<file path="config.mk">
export PLATFORM = sky130hd
export DESIGN_NAME = alu_ex_top
export DESIGN_NICKNAME = d
export VERILOG_FILES = /design/src/isa_pkg.sv /design/src/pipe_pkg.sv /design/src/alu.sv /design/src/alu_ex_top.sv /design/src/complete_buffer.sv /design/src/fu_alu.sv /design/src/issue_slot.sv
export SDC_FILE = /design/constraint.sdc
export NUM_CORES = 1
export LEC_CHECK = 0
export ABC_AREA = 0
export BUFFER_PORTS_ARGS = -buffer_cell sky130_fd_sc_hd__buf_2
export CAP_MARGIN = 40
export CELL_PAD_IN_SITES_DETAIL_PLACEMENT = 1
export CELL_PAD_IN_SITES_GLOBAL_PLACEMENT = 1
export CORE_MARGIN = 1.5
export CORE_UTILIZATION = 40
export CTS_BUF_LIST = sky130_fd_sc_hd__clkbuf_4 sky130_fd_sc_hd__clkbuf_8
export DETAILED_ROUTE_END_ITERATION = 10
export GPL_ROUTABILITY_DRIVEN = 1
export PLACE_DENSITY_LB_ADDON = 0.12
export RECOVER_POWER = 100
export REMOVE_ABC_BUFFERS = 1
export SKIP_LAST_GASP = 1
export SYNTH_ARGS = -nofsm -noshare
export SYNTH_HDL_FRONTEND = slang
export SYNTH_SLANG_ARGS = --single-unit
</file>
<file path="constraint.sdc">
create_clock -name clock -period 13.7 [get_ports clock]
set_input_delay 2.055 -clock clock [delete_from_list [all_inputs] [get_ports clock]]
set_output_delay 2.055 -clock clock [all_outputs]
set_load 0.01 [all_outputs]
</file>
<file path="src/isa_pkg.sv">
package isa_pkg;

	localparam int xlen = 32; // fixed by the ISA

	// markers that show up when a code or select was never decoded
	localparam logic [xlen-1:0] alu_bad_result = 32'hfacebeec;
	localparam logic [xlen-1:0] opb_bad_value  = 32'hfacefeed;

	//////////////////////////////////////////////////
	// opcodes and operand selects
	//////////////////////////////////////////////////

	typedef enum logic [3:0] {
		ALU_ADD,
		ALU_SUB,
		ALU_AND,
		ALU_SLT,  // signed compare
		ALU_SLTU, // unsigned compare
		ALU_OR,
		ALU_XOR,
		ALU_SRL,
		ALU_SLL,
		ALU_SRA,
		SB,       // stores start here, anything >= SB is a store
		SH,
		SW
	} alu_select;

	typedef enum logic [1:0] {
		OPA_IS_RS1,
		OPA_IS_NPC,
		OPA_IS_PC,
		OPA_IS_ZERO
	} opa_select;

	typedef enum logic [2:0] {
		OPB_IS_RS2,
		OPB_IS_I_IMM,
		OPB_IS_S_IMM,
		OPB_IS_B_IMM,
		OPB_IS_U_IMM,
		OPB_IS_J_IMM
	} opb_select;

	//////////////////////////////////////////////////
	// immediate extraction, RV32 formats
	//////////////////////////////////////////////////

	function automatic logic [xlen-1:0] imm_i(input logic [31:0] inst);
		return {{21{inst[31]}}, inst[30:20]};
	endfunction

	function automatic logic [xlen-1:0] imm_s(input logic [31:0] inst);
		return {{21{inst[31]}}, inst[30:25], inst[11:7]};
	endfunction

	function automatic logic [xlen-1:0] imm_b(input logic [31:0] inst);
		return {{20{inst[31]}}, inst[7], inst[30:25], inst[11:8], 1'b0}; // bit 0 implied
	endfunction

	function automatic logic [xlen-1:0] imm_u(input logic [31:0] inst);
		return {inst[31:12], 12'b0}; // upper 20, low bits zero
	endfunction

	function automatic logic [xlen-1:0] imm_j(input logic [31:0] inst);
		return {{12{inst[31]}}, inst[19:12], inst[20], inst[30:21], 1'b0};
	endfunction

endpackage

</file>
<file path="src/pipe_pkg.sv">
package pipe_pkg;

	import isa_pkg::*;

	// index widths into the surrounding structures
	localparam int rob_idx_w  = 5;  // 32 rob entries
	localparam int preg_idx_w = 6;  // 64 physical regs
	localparam int sq_idx_w   = 3;  // 8 store queue slots

	// completion buffer sizing
	localparam int cbuf_depth = 2;
	localparam int cbuf_ptr_w = 1;
	localparam int cbuf_cnt_w = 2; // holds 0..cbuf_depth

	//////////////////////////////////////////////////
	// packets between stages
	//////////////////////////////////////////////////

	// issue port into the alu unit
	typedef struct packed {
		logic                  valid;
		logic                  halt;
		logic [31:0]           inst;
		logic [xlen-1:0]       pc;
		logic [xlen-1:0]       npc;
		logic [xlen-1:0]       r1_value;
		logic [xlen-1:0]       r2_value;
		opa_select             opa_sel;
		opb_select             opb_sel;
		alu_select             func;
		logic [preg_idx_w-1:0] dest_pr;
		logic [rob_idx_w-1:0]  rob_entry;
		logic [sq_idx_w-1:0]   sq_tail; // where a store lands
	} issue_packet;

	// result broadcast on the cdb
	typedef struct packed {
		logic                  valid;
		logic                  halt;
		logic                  if_take_branch; // always low here
		logic [xlen-1:0]       target_pc;
		logic [preg_idx_w-1:0] dest_pr;
		logic [rob_idx_w-1:0]  rob_entry;
		logic [xlen-1:0]       dest_value;
	} complete_packet;

	// one store queue entry, word aligned
	typedef struct packed {
		logic            ready;
		logic [xlen-1:0] addr;
		logic [xlen-1:0] data;
		logic [3:0]      usebytes; // one bit per byte lane
	} sq_entry;

endpackage

</file>
<file path="src/alu.sv">
`timescale 1ns/1ps

// integer alu, purely combinational
module alu import isa_pkg::*; (
	input  logic [xlen-1:0] opa,
	input  logic [xlen-1:0] opb,
	input  alu_select       func,
	output logic [xlen-1:0] result
);

	logic [4:0] shamt;   // rv32 shifts only look at 5 bits
	logic       lt_s;    // signed less than
	logic       lt_u;    // unsigned less than

	assign shamt = opb[4:0];
	assign lt_s  = $signed(opa) < $signed(opb);
	assign lt_u  = opa < opb;

	//////////////////////////////////////////////////
	// operation select
	//////////////////////////////////////////////////

	always_comb begin
		case (func)
			ALU_ADD:  result = opa + opb;
			ALU_SUB:  result = opa - opb;
			ALU_AND:  result = opa & opb;
			ALU_SLT:  result = xlen'(lt_s);   // 0 or 1
			ALU_SLTU: result = xlen'(lt_u);
			ALU_OR:   result = opa | opb;
			ALU_XOR:  result = opa ^ opb;
			ALU_SRL:  result = opa >> shamt;  // zero fill
			ALU_SLL:  result = opa << shamt;
			ALU_SRA:  result = $signed(opa) >>> shamt; // sign fill
			// stores get turned into adds before they reach here,
			// anything else is a decode bug upstream
			default:  result = alu_bad_result;
		endcase
	end

endmodule

</file>
<file path="src/alu_ex_top.sv">
`timescale 1ns/1ps

// alu execute path: issue slot, alu unit, completion buffer
module alu_ex_top import pipe_pkg::*; (
	input  logic                clock,
	input  logic                reset,
	input  issue_packet         issue_in,
	output logic                issue_ready,
	input  logic                cdb_grant,
	output complete_packet      cdb_out,
	output logic                sq_write,
	output sq_entry             sq_pkt,
	output logic [sq_idx_w-1:0] sq_idx
);

	issue_packet    slot_pkt;
	complete_packet fu_out;
	logic           fu_ready;       // ~complete_stall, back to the slot
	logic           complete_stall; // buffer full

	issue_slot slot0 (
		.clock       (clock),
		.reset       (reset),
		.issue_in    (issue_in),
		.fu_ready    (fu_ready),
		.issue_ready (issue_ready),
		.slot_pkt    (slot_pkt)
	);

	fu_alu fu0 (
		.clock          (clock),
		.reset          (reset),
		.slot_pkt       (slot_pkt),
		.complete_stall (complete_stall),
		.fu_ready       (fu_ready),
		.fu_out         (fu_out),
		.sq_write       (sq_write),
		.sq_pkt         (sq_pkt),
		.sq_idx         (sq_idx)
	);

	complete_buffer cbuf0 (
		.clock          (clock),
		.reset          (reset),
		.fu_out         (fu_out),
		.cdb_grant      (cdb_grant),
		.complete_stall (complete_stall),
		.cdb_out        (cdb_out)
	);

endmodule

</file>
<file path="src/complete_buffer.sv">
`timescale 1ns/1ps

// two entry completion fifo in front of the cdb
module complete_buffer import pipe_pkg::*; (
	input  logic           clock,
	input  logic           reset,
	input  complete_packet fu_out,
	input  logic           cdb_grant,
	output logic           complete_stall,
	output complete_packet cdb_out
);

	complete_packet        mem [cbuf_depth];
	logic [cbuf_ptr_w-1:0] head;  // oldest entry
	logic [cbuf_ptr_w-1:0] tail;  // next free entry
	logic [cbuf_cnt_w-1:0] count;
	logic                  full;
	logic                  empty;
	logic                  push;
	logic                  pop;

	// circular wrap at the end of the array
	function automatic logic [cbuf_ptr_w-1:0] ptr_next(input logic [cbuf_ptr_w-1:0] ptr);
		if (ptr == cbuf_ptr_w'(cbuf_depth - 1)) begin
			return '0;
		end
		return ptr + 1'b1;
	endfunction

	assign full           = count == cbuf_cnt_w'(cbuf_depth);
	assign empty          = count == '0;
	assign push           = fu_out.valid & ~full;
	assign pop            = ~empty & cdb_grant; // head taken by the cdb
	assign complete_stall = full;               // holds the unit register

	// head shows up on the bus the cycle after it was written
	always_comb begin
		cdb_out       = mem[head];
		cdb_out.valid = ~empty;
	end

	//////////////////////////////////////////////////
	// pointers and count
	//////////////////////////////////////////////////

	always_ff @(posedge clock) begin
		if (reset) begin
			head  <= '0;
			tail  <= '0;
			count <= '0;
		end else begin
			if (push) tail <= ptr_next(tail);
			if (pop)  head <= ptr_next(head);
			case ({push, pop})
				2'b10:   count <= count + 1'b1;
				2'b01:   count <= count - 1'b1;
				default: count <= count; // none or both
			endcase
		end
	end

	// storage, payload only
	always_ff @(posedge clock) begin
		if (push) begin
			mem[tail] <= fu_out;
		end
	end

endmodule

</file>
<file path="src/fu_alu.sv">
`timescale 1ns/1ps

// alu functional unit: operand muxes, store builder, result register
module fu_alu import isa_pkg::*; import pipe_pkg::*; (
	input  logic                clock,
	input  logic                reset,
	input  issue_packet         slot_pkt,
	input  logic                complete_stall, // completion buffer full
	output logic                fu_ready,
	output complete_packet      fu_out,
	output logic                sq_write,
	output sq_entry             sq_pkt,
	output logic [sq_idx_w-1:0] sq_idx
);

	logic [xlen-1:0] opa;
	logic [xlen-1:0] opb;
	logic [xlen-1:0] alu_result; // also the store address
	logic [xlen-1:0] store_val;
	logic            is_store;
	alu_select       alu_func;
	complete_packet  result;

	assign fu_ready = ~complete_stall;
	assign is_store = slot_pkt.func >= SB;
	assign alu_func = is_store ? ALU_ADD : slot_pkt.func; // ea = rs1 + imm

	//////////////////////////////////////////////////
	// operand muxes
	//////////////////////////////////////////////////

	always_comb begin
		case (slot_pkt.opa_sel)
			OPA_IS_RS1: opa = slot_pkt.r1_value;
			OPA_IS_NPC: opa = slot_pkt.npc;
			OPA_IS_PC:  opa = slot_pkt.pc;
			default:    opa = '0; // OPA_IS_ZERO
		endcase
	end

	always_comb begin
		case (slot_pkt.opb_sel)
			OPB_IS_RS2:   opb = slot_pkt.r2_value;
			OPB_IS_I_IMM: opb = imm_i(slot_pkt.inst);
			OPB_IS_S_IMM: opb = imm_s(slot_pkt.inst);
			OPB_IS_B_IMM: opb = imm_b(slot_pkt.inst);
			OPB_IS_U_IMM: opb = imm_u(slot_pkt.inst);
			OPB_IS_J_IMM: opb = imm_j(slot_pkt.inst);
			default:      opb = opb_bad_value; // two codes unused
		endcase
	end

	alu alu0 (
		.opa    (opa),
		.opb    (opb),
		.func   (alu_func),
		.result (alu_result)
	);

	//////////////////////////////////////////////////
	// store queue entry
	//////////////////////////////////////////////////

	assign store_val = slot_pkt.r2_value;
	assign sq_idx    = slot_pkt.sq_tail;
	// one pulse per store, the slot moves on when fu_ready is high
	assign sq_write  = slot_pkt.valid & is_store & fu_ready;

	always_comb begin
		sq_pkt.ready    = 1'b1;                       // addr and data both known
		sq_pkt.addr     = {alu_result[xlen-1:2], 2'b00}; // word aligned
		sq_pkt.data     = '0;                         // unused lanes stay zero
		sq_pkt.usebytes = 4'b0000;
		case (slot_pkt.func)
			SB: begin
				// byte goes to the lane picked by the low address bits
				sq_pkt.usebytes = 4'b0001 << alu_result[1:0];
				sq_pkt.data     = xlen'(store_val[7:0]) << {alu_result[1:0], 3'b000};
			end
			SH: begin
				if (alu_result[1:0] == 2'b00) begin
					sq_pkt.usebytes   = 4'b0011;
					sq_pkt.data[15:0] = store_val[15:0];
				end else if (alu_result[1:0] == 2'b10) begin
					sq_pkt.usebytes    = 4'b1100;
					sq_pkt.data[31:16] = store_val[15:0];
				end // misaligned half leaves usebytes zero
			end
			SW: begin
				sq_pkt.usebytes = 4'b1111;
				sq_pkt.data     = store_val;
			end
			default: begin
				sq_pkt.usebytes = 4'b0000; // not a store
			end
		endcase
	end

	//////////////////////////////////////////////////
	// complete packet
	//////////////////////////////////////////////////

	always_comb begin
		result.valid          = slot_pkt.valid;
		result.halt           = slot_pkt.halt;
		result.if_take_branch = 1'b0; // no branch resolution in this unit
		result.target_pc      = '0;
		result.dest_pr        = slot_pkt.dest_pr;
		result.rob_entry      = slot_pkt.rob_entry;
		result.dest_value     = alu_result;
	end

	// holds while the buffer is full so nothing gets lost
	always_ff @(posedge clock) begin
		if (reset) begin
			fu_out.valid <= 1'b0;
		end else if (!complete_stall) begin
			fu_out <= result;
		end
	end

endmodule

</file>
<file path="src/issue_slot.sv">
`timescale 1ns/1ps

// one entry input register in front of the alu unit
module issue_slot import pipe_pkg::*; (
	input  logic        clock,
	input  logic        reset,
	input  issue_packet issue_in,
	input  logic        fu_ready,    // unit can take the slot contents
	output logic        issue_ready,
	output issue_packet slot_pkt
);

	logic advance; // slot moves on this edge

	// the slot empties into the unit exactly when the unit is ready,
	// so it can always refill on the same edge
	assign advance     = fu_ready;
	assign issue_ready = advance;

	//////////////////////////////////////////////////
	// slot register
	//////////////////////////////////////////////////

	always_ff @(posedge clock) begin
		if (reset) begin
			slot_pkt.valid <= 1'b0; // empty after reset
		end else if (advance) begin
			slot_pkt.valid <= issue_in.valid; // low loads a bubble
		end
	end

	// payload only moves with the slot, no reset needed
	always_ff @(posedge clock) begin
		if (advance) begin
			slot_pkt.halt      <= issue_in.halt;
			slot_pkt.inst      <= issue_in.inst;
			slot_pkt.pc        <= issue_in.pc;
			slot_pkt.npc       <= issue_in.npc;
			slot_pkt.r1_value  <= issue_in.r1_value;
			slot_pkt.r2_value  <= issue_in.r2_value;
			slot_pkt.opa_sel   <= issue_in.opa_sel;
			slot_pkt.opb_sel   <= issue_in.opb_sel;
			slot_pkt.func      <= issue_in.func;
			slot_pkt.dest_pr   <= issue_in.dest_pr;
			slot_pkt.rob_entry <= issue_in.rob_entry;
			slot_pkt.sq_tail   <= issue_in.sq_tail;
		end
	end

endmodule

</file>
**Word level (Yosys, flattened, before mapping)**

Memories as Yosys holds them, arrays and structs flattened. A register that Yosys moved wholly into a read port is not among the register bits.
Index checks and enable logic that the tools add are counted.
W data, S select, Z words.

- Register bits after elaboration: 234
- Input bits: 188
- Memories: 1
- Memory bits (writable): 90
- Word-level logic and storage cells: 102

Memory list:

| memory | words | width | rd ports | clocked after Yosys merged registers in | write ports | line | source |
|---|---|---|---|---|---|---|---|
| cbuf0.mem | 2 | 45 | 1 | 1 | 1 | complete_buffer.sv:13 | `complete_packet mem [cbuf_depth];` |

- Order comparisons: 3
- Shift operators: 5
- Muxes and demuxes: 26
- Bitwise logic cells: 10
- Equal/unequal tests: 23
- Add/subtract/negate cells: 6
- Reductions and logical operators: 7

Operator list:

| kind | count |
|---|---|
| $pmux W32 S10 | 1 |
| $pmux W32 S3 | 2 |
| $pmux W32 S6 | 1 |
| $lt A32 B32 Y1 | 2 |
| $mux W16 | 3 |
| $add A32 B32 Y32 | 1 |
| $and A32 B32 Y32 | 1 |
| $or A32 B32 Y32 | 1 |
| $shl A32 B5 Y32 | 1 |
| $shl A8 B5 Y32 | 1 |
| $shr A32 B5 Y32 | 1 |
| $sshr A32 B5 Y32 | 1 |
| $sub A32 B32 Y32 | 1 |
| $xor A32 B32 Y32 | 1 |
| $eq A4 B4 Y1 const B | 5 |
| $eq A4 B3 Y1 const B | 4 |
| $mux W1 | 14 |
| $mux W4 | 3 |
| $pmux W4 S3 | 1 |
| $eq A2 B2 Y1 const B | 4 |
| $eq A4 B2 Y1 const B | 2 |
| $eq A3 B2 Y1 const B | 2 |
| $eq A3 B3 Y1 const B | 2 |
| $logic_not A2 Y1 | 3 |
| other kinds (15) | 22 |

**Longest topological paths before layout**

- Depth in word-level cells: 8
- Mapped depth: 21
- Mapped depth without buffers: 16

**Cells and area by module**

From an unflattened synthesis, not the netlist that was laid out.

- Cells, all modules: 2081
- Area total of the unflattened synthesis: 23521.3 µm²

By module, submodules not included:

| module | area each (µm²) | instances | cells each |
|---|---|---|---|
| alu | 8593.2 | 1 | 1245 |
| complete_buffer | 5783.0 | 1 | 266 |
| issue_slot | 5566.6 | 1 | 188 |
| fu_alu | 3578.4 | 1 | 382 |

**Least setup slack after synthesis**

Ideal clock, no wire load.

- Path kind: flip-flop to flip-flop
- Start point: register cbuf0.count[0]
- End point: memory cbuf0.mem[0][0] in the netlist's numbering (enable)
- Clock period less this slack: 7.043 ns
- Arrival: 6.598 ns
- Library setup time: 0.445 ns
- Path slack: 6.657 ns
- Path buffers: 0
- Stages on the path, launching flop included: 5
- Cells stage by stage: dfxtp_1 nor2b_1 inv_1 nand2_1 nor2_1

- Word-level cells in the longest chain between the ends: 5

Ends and longest elaborated chain:

| what | line | source |
|---|---|---|
| start: declaration | complete_buffer.sv:16 | `logic [cbuf_cnt_w-1:0] count;` |
| start signal: assignment | complete_buffer.sv:55 | `2'b10: count <= count + 1'b1;` |
| start signal: assignment | complete_buffer.sv:56 | `2'b01: count <= count - 1'b1;` |
| start signal: assignment | complete_buffer.sv:57 | `default: count <= count;` |
| $eq A2 B2 Y1 | complete_buffer.sv:30 | `assign full = count == cbuf_cnt_w'(cbuf_depth);` |
| $not A1 Y1 | n/a |  |
| via issue_ready | alu_ex_top.sv:8 | `output logic issue_ready,` |
| $and A1 B1 Y1 | complete_buffer.sv:32 | `assign push = fu_out.valid & ~full;` |
| $mux W1 | complete_buffer.sv:64 | `if (push) begin` |
| $mux W1 (implied by the code) | complete_buffer.sv:65 | `mem[tail] <= fu_out;` |
| end: declaration | complete_buffer.sv:13 |  |

The timed path passes the listed nets, and every way through them passes these cells.

==> results.txt <==
The reg-to-reg setup timing slack is 5.17 ns. Setup repair after global routing left no endpoint under its margin. The standard cell area after detailed placement came out at between 20000 and 25000 um^2. Setup violations remaining at the end of the flow were counted as 0. The maximum number of pins on one net before global-route repair is 85.

The switching component of the power came out at between 1.5 and 2 mW. The min-delay analysis places its worst path in the category flip-flop to flip-flop. Across the run, the number of max-cap violations was 7. For this run, the slowest stage of the critical path takes 1.79 ns. The clock passes through at most 3 buffers. Global routing used about 29% of the available tracks. The hold violation count in the final report is 0.

The synthesized netlist cell count came out at roughly 2.1k. The area added between synthesis and finish is 12.6%. At the placement stage, the worst setup path has a slack of between 5 and 6 ns.

In this run the tightest slew margin relative to its limit is -224%. Of all cell types, the one taking the most synthesized area is sky130_fd_sc_hd__edfxtp_1. The clock share of power is about a fifth. The standby leakage power is between 9 and 10 nW. The final HPWL from detailed placement is around 60000 um. Counting stages on the worst path, the most repeated cell is sky130_fd_sc_hd__clkbuf_1. The fraction of power consumed by combinational cells is a little under 50%. The top fanout value on the critical path is 47. The finished layout holds approximately 3k standard cells, fillers aside.

For the final routed database, the setup TNS stands at 0 ns. The overall die height came out at roughly 230 um. The largest individual stage delay along the critical path comes from the cell sky130_fd_sc_hd__clkbuf_1. The floorplan core area is 52400 um^2. By area the synthesized netlist is led by sky130_fd_sc_hd__edfxtp_1, sky130_fd_sc_hd__mux2i_1, sky130_fd_sc_hd__ha_1, sky130_fd_sc_hd__nor2_1, sky130_fd_sc_hd__a21oi_1. The number of buffers created by CTS is 53. Counting distinct cell types in the post-synthesis netlist gives between 80 and 90.

The most common cell in the synthesized netlist is sky130_fd_sc_hd__edfxtp_1. The portion of total power attributed to sequential cells came out at 31.9%. The utilization after layout came out at between 40% and 50%. The highest attainable clock frequency is just over 90 MHz.

The critical path goes through buf_4, mux2i_1, or3_1, nand2_1, clkbuf_1, inv_1, ha_1, nand4_1, o21ai_0, a221oi_1, o2111ai_1, nor2b_1, and2_4, a221o_1, clkbuf_1. The final number of max-transition violations came to approximately 370. The final weighted congestion in routability-driven placement is between 0.9 and 1.

The residual DRC count is 0. The number of routed nets with antenna violations came out at 0. The clock transition at the registers of the reported paths is 0.06 ns. The number of antenna violations at the first check in global routing is 3. Global routing finished with a remaining overflow of 0.

The I/O pin count is between 300 and 400. The total number of placement rows is 84. For this run, the post-layout net count is 2618. The number of hold buffers added after CTS was 0. Of all flip-flops after synthesis, the portion carrying an async set or reset was 0%. The count of buffers from port buffering came out at approximately 300. The first global-routing pass estimated approximately 120000 um of wire.

The final clock skew came out at 0.0281 ns. The via count is approximately 18k. The post-route netlist has between 10% and 20% of its cells at a drive strength greater than 1. The finished cells cover about 24000 um^2. The type of the setup path with the least slack is flip-flop to primary output.

STA classifies the critical path endpoint as a primary output. The sink count of the clock tree came out at 316. The minimum setup slack in the final design is ~2.9 ns. The run finished, with violations left.

In this run switching power makes up between 40% and 50% of total power. The via count of the first global-routing pass was 18.0k. In this run, synthesis inferred 309 flip-flops with an integrated enable. The endpoint arrival time on the critical path is around 8.7 ns. The Yosys step of the flow raised 0 warnings. The kind of start point of the critical path is a flip-flop.

Once the clock tree was built, the setup fixing pass inserted 0 buffers. The TritonCTS clock tree is done. The number of DRC markers after the initial detailed-route iteration came out at between 1k and 1.5k. The total power came out at about 4.3 mW. The power per cell area is 178 nW/um^2. The dominant synthesized flop cell is sky130_fd_sc_hd__edfxtp_1.

The number of levels in the clock H-tree is 2. The data required time of the critical path is between 10 and 15 ns. The final reports fail on capacitance limit, slew limit. The number of buffers and inverters on the critical path came out at 4.

The sequential area share after synthesis came out at about 45%. The tree is rooted in a sky130_fd_sc_hd__clkbuf_8. Dividing the detail-routed via count by the number of cells gives around 5.9. Sorting the synthesized cells by how often they occur yields sky130_fd_sc_hd__edfxtp_1, sky130_fd_sc_hd__nor2_1, sky130_fd_sc_hd__nand2_1.

The share of the synthesized area in the top cell type is between 40% and 50%. The fraction of the cycle the final worst path needs came out at about four fifths. The effective utilization at floorplan came out at 40.4%. The internal portion of total power is around 2.4 mW. The average cell area after synthesis came out at just over 10 um^2. The cell class contributing the biggest share of worst-path delay is buffers and inverters. The cell count after placement came out at between 2k and 3k. The clock period minus worst slack is around 11 ns. The iteration count of the initial detailed-routing pass came out at 5. At the pin with the least slew margin, the transition time is just under 5 ns. The total routed wirelength came out at 78600 um. The worst-case IR drop observed on VDD is 0.102 mV.

The post-synthesis instance area is approximately 21000 um^2. The die outline area is ~54000 um^2. Gates resized during post-CTS repair numbered 0. In this run, synthesis produced a sequential element count of 316.

The die outline width came out at 233 um. The clock latency of the later-clocked register in the worst-skew pair came out at around 0.64 ns. The detail-routed net length per standard cell came out at 25.7 um.

The smallest hold slack came out at between 0.4 and 0.5 ns.
==> registers in the layout, indices dropped and copies added, names as in the netlist, named ones only <==
name and cells:
cbuf0.mem 88, cbuf0.count 2, cbuf0.tail 1, cbuf0.head 1, fu0.fu_out 45, slot0.slot_pkt 178
==> power groups by stage <==
stage | clock, mW | combinational [mW] | sequential, mW
after global routing | 0.888 | 2.22 | 1.38
after floorplan | 0 | 1.26 | 1.37
after CTS | 0.852 | 2.07 | 1.35
final | 0.824 | 2.07 | 1.36
after detailed placement | 0 | 2.06 | 1.37
after global placement | 0 | 2.02 | 1.36
==> area by class of cell <==
| class | instances | area (um^2) |
|---|---|---|
| repair buffers | 353 | 1720 |
| inverters | 101 | 380 |
| multi-input cells | 1505 | 10400 |
| flip-flops and latches | 316 | 9420 |
| diodes | 4 | 10.0 |
| fillers | 6073 | 28600 |
| clock buffers | 69 | 856 |
| well taps | 688 | 861 |
| clock inverters | 28 | 184 |
==> routing by layer <==
| metal | track usage [%] | routed length [um] | vias to the layer above |
|---|---|---|---|
| met5 | 0 | 14 | - |
| met4 | 10.4 | 2770 | 2 |
| met3 | 3.76 | 5100 | 131 |
| met2 | 45.5 | 36300 | 665 |
| met1 | 39.5 | 34400 | 9055 |
| li1 | - | - | 8255 |
==> logic make-up after synthesis <==
| logic type | after synthesis | share of synthesized area [%] |
|---|---|---|
| AND/OR/NAND/NOR | 543 | 11.6 |
| adder cells (fa/ha/maj) | 100 | 5.98 |
| flip-flops | 316 | 44.5 |
| XOR/XNOR | 8 | 0.331 |
| other | 2 | 0.0355 |
| AO/OA/AOI/OAI | 615 | 20.4 |
| multiplexers | 203 | 10.0 |
| buffers and inverters | 308 | 7.14 |
==> path summary, 6_finish.rpt <==
path,depth (start not counted),from,end
worst min register to register,0,slot0.slot_pkt[3],fu0.fu_out[32]
worst max-delay path,15,slot0.slot_pkt[18],sq_pkt[33]
worst min-delay path,0,slot0.slot_pkt[3],fu0.fu_out[32]
worst max register to register,5,cbuf0.count[0],slot0.slot_pkt[80]
==> cell usage in the layout (no fill, tap or decap), types with 12 or more instances in the layout <==
cell type                   netlist  routed
sky130_fd_sc_hd__a21oi_1        122     122
sky130_fd_sc_hd__a21o_1          14      14
sky130_fd_sc_hd__a221oi_1        17      17
sky130_fd_sc_hd__nand3_1         32      32
sky130_fd_sc_hd__buf_2           22     184
sky130_fd_sc_hd__conb_1           2      36
sky130_fd_sc_hd__nor2_1         195     194
sky130_fd_sc_hd__nor2b_1         22      21
sky130_fd_sc_hd__a31oi_1         16      16
sky130_fd_sc_hd__a221o_1         29      29
sky130_fd_sc_hd__ha_1            98      98
sky130_fd_sc_hd__nor3_1          37      35
sky130_fd_sc_hd__o211ai_1        29      29
sky130_fd_sc_hd__o21a_1          27      27
sky130_fd_sc_hd__mux2i_1        146     146
sky130_fd_sc_hd__inv_1           98      97
sky130_fd_sc_hd__a22o_1          17      17
sky130_fd_sc_hd__a22oi_1         21      21
sky130_fd_sc_hd__clkbuf_4         0      15
sky130_fd_sc_hd__nand2b_1        16      16
sky130_fd_sc_hd__buf_4           81      44
sky130_fd_sc_hd__a211oi_1        31      31
sky130_fd_sc_hd__o21bai_1        17      17
sky130_fd_sc_hd__nand2_1        156     156
sky130_fd_sc_hd__clkbuf_1        81     124
sky130_fd_sc_hd__o21ai_0        115     115
sky130_fd_sc_hd__o2bb2ai_1       28      28
sky130_fd_sc_hd__o221ai_1        20      20
sky130_fd_sc_hd__o22ai_1         17      17
sky130_fd_sc_hd__mux2_2          54      49
sky130_fd_sc_hd__and2_1          29      23
sky130_fd_sc_hd__o22a_1          12      12
sky130_fd_sc_hd__edfxtp_1       309     309
sky130_fd_sc_hd__clkinv_1         1      16
sky130_fd_sc_hd__clkbuf_8         0      54
No activity file was read; power rests on OpenSTA's default activity.
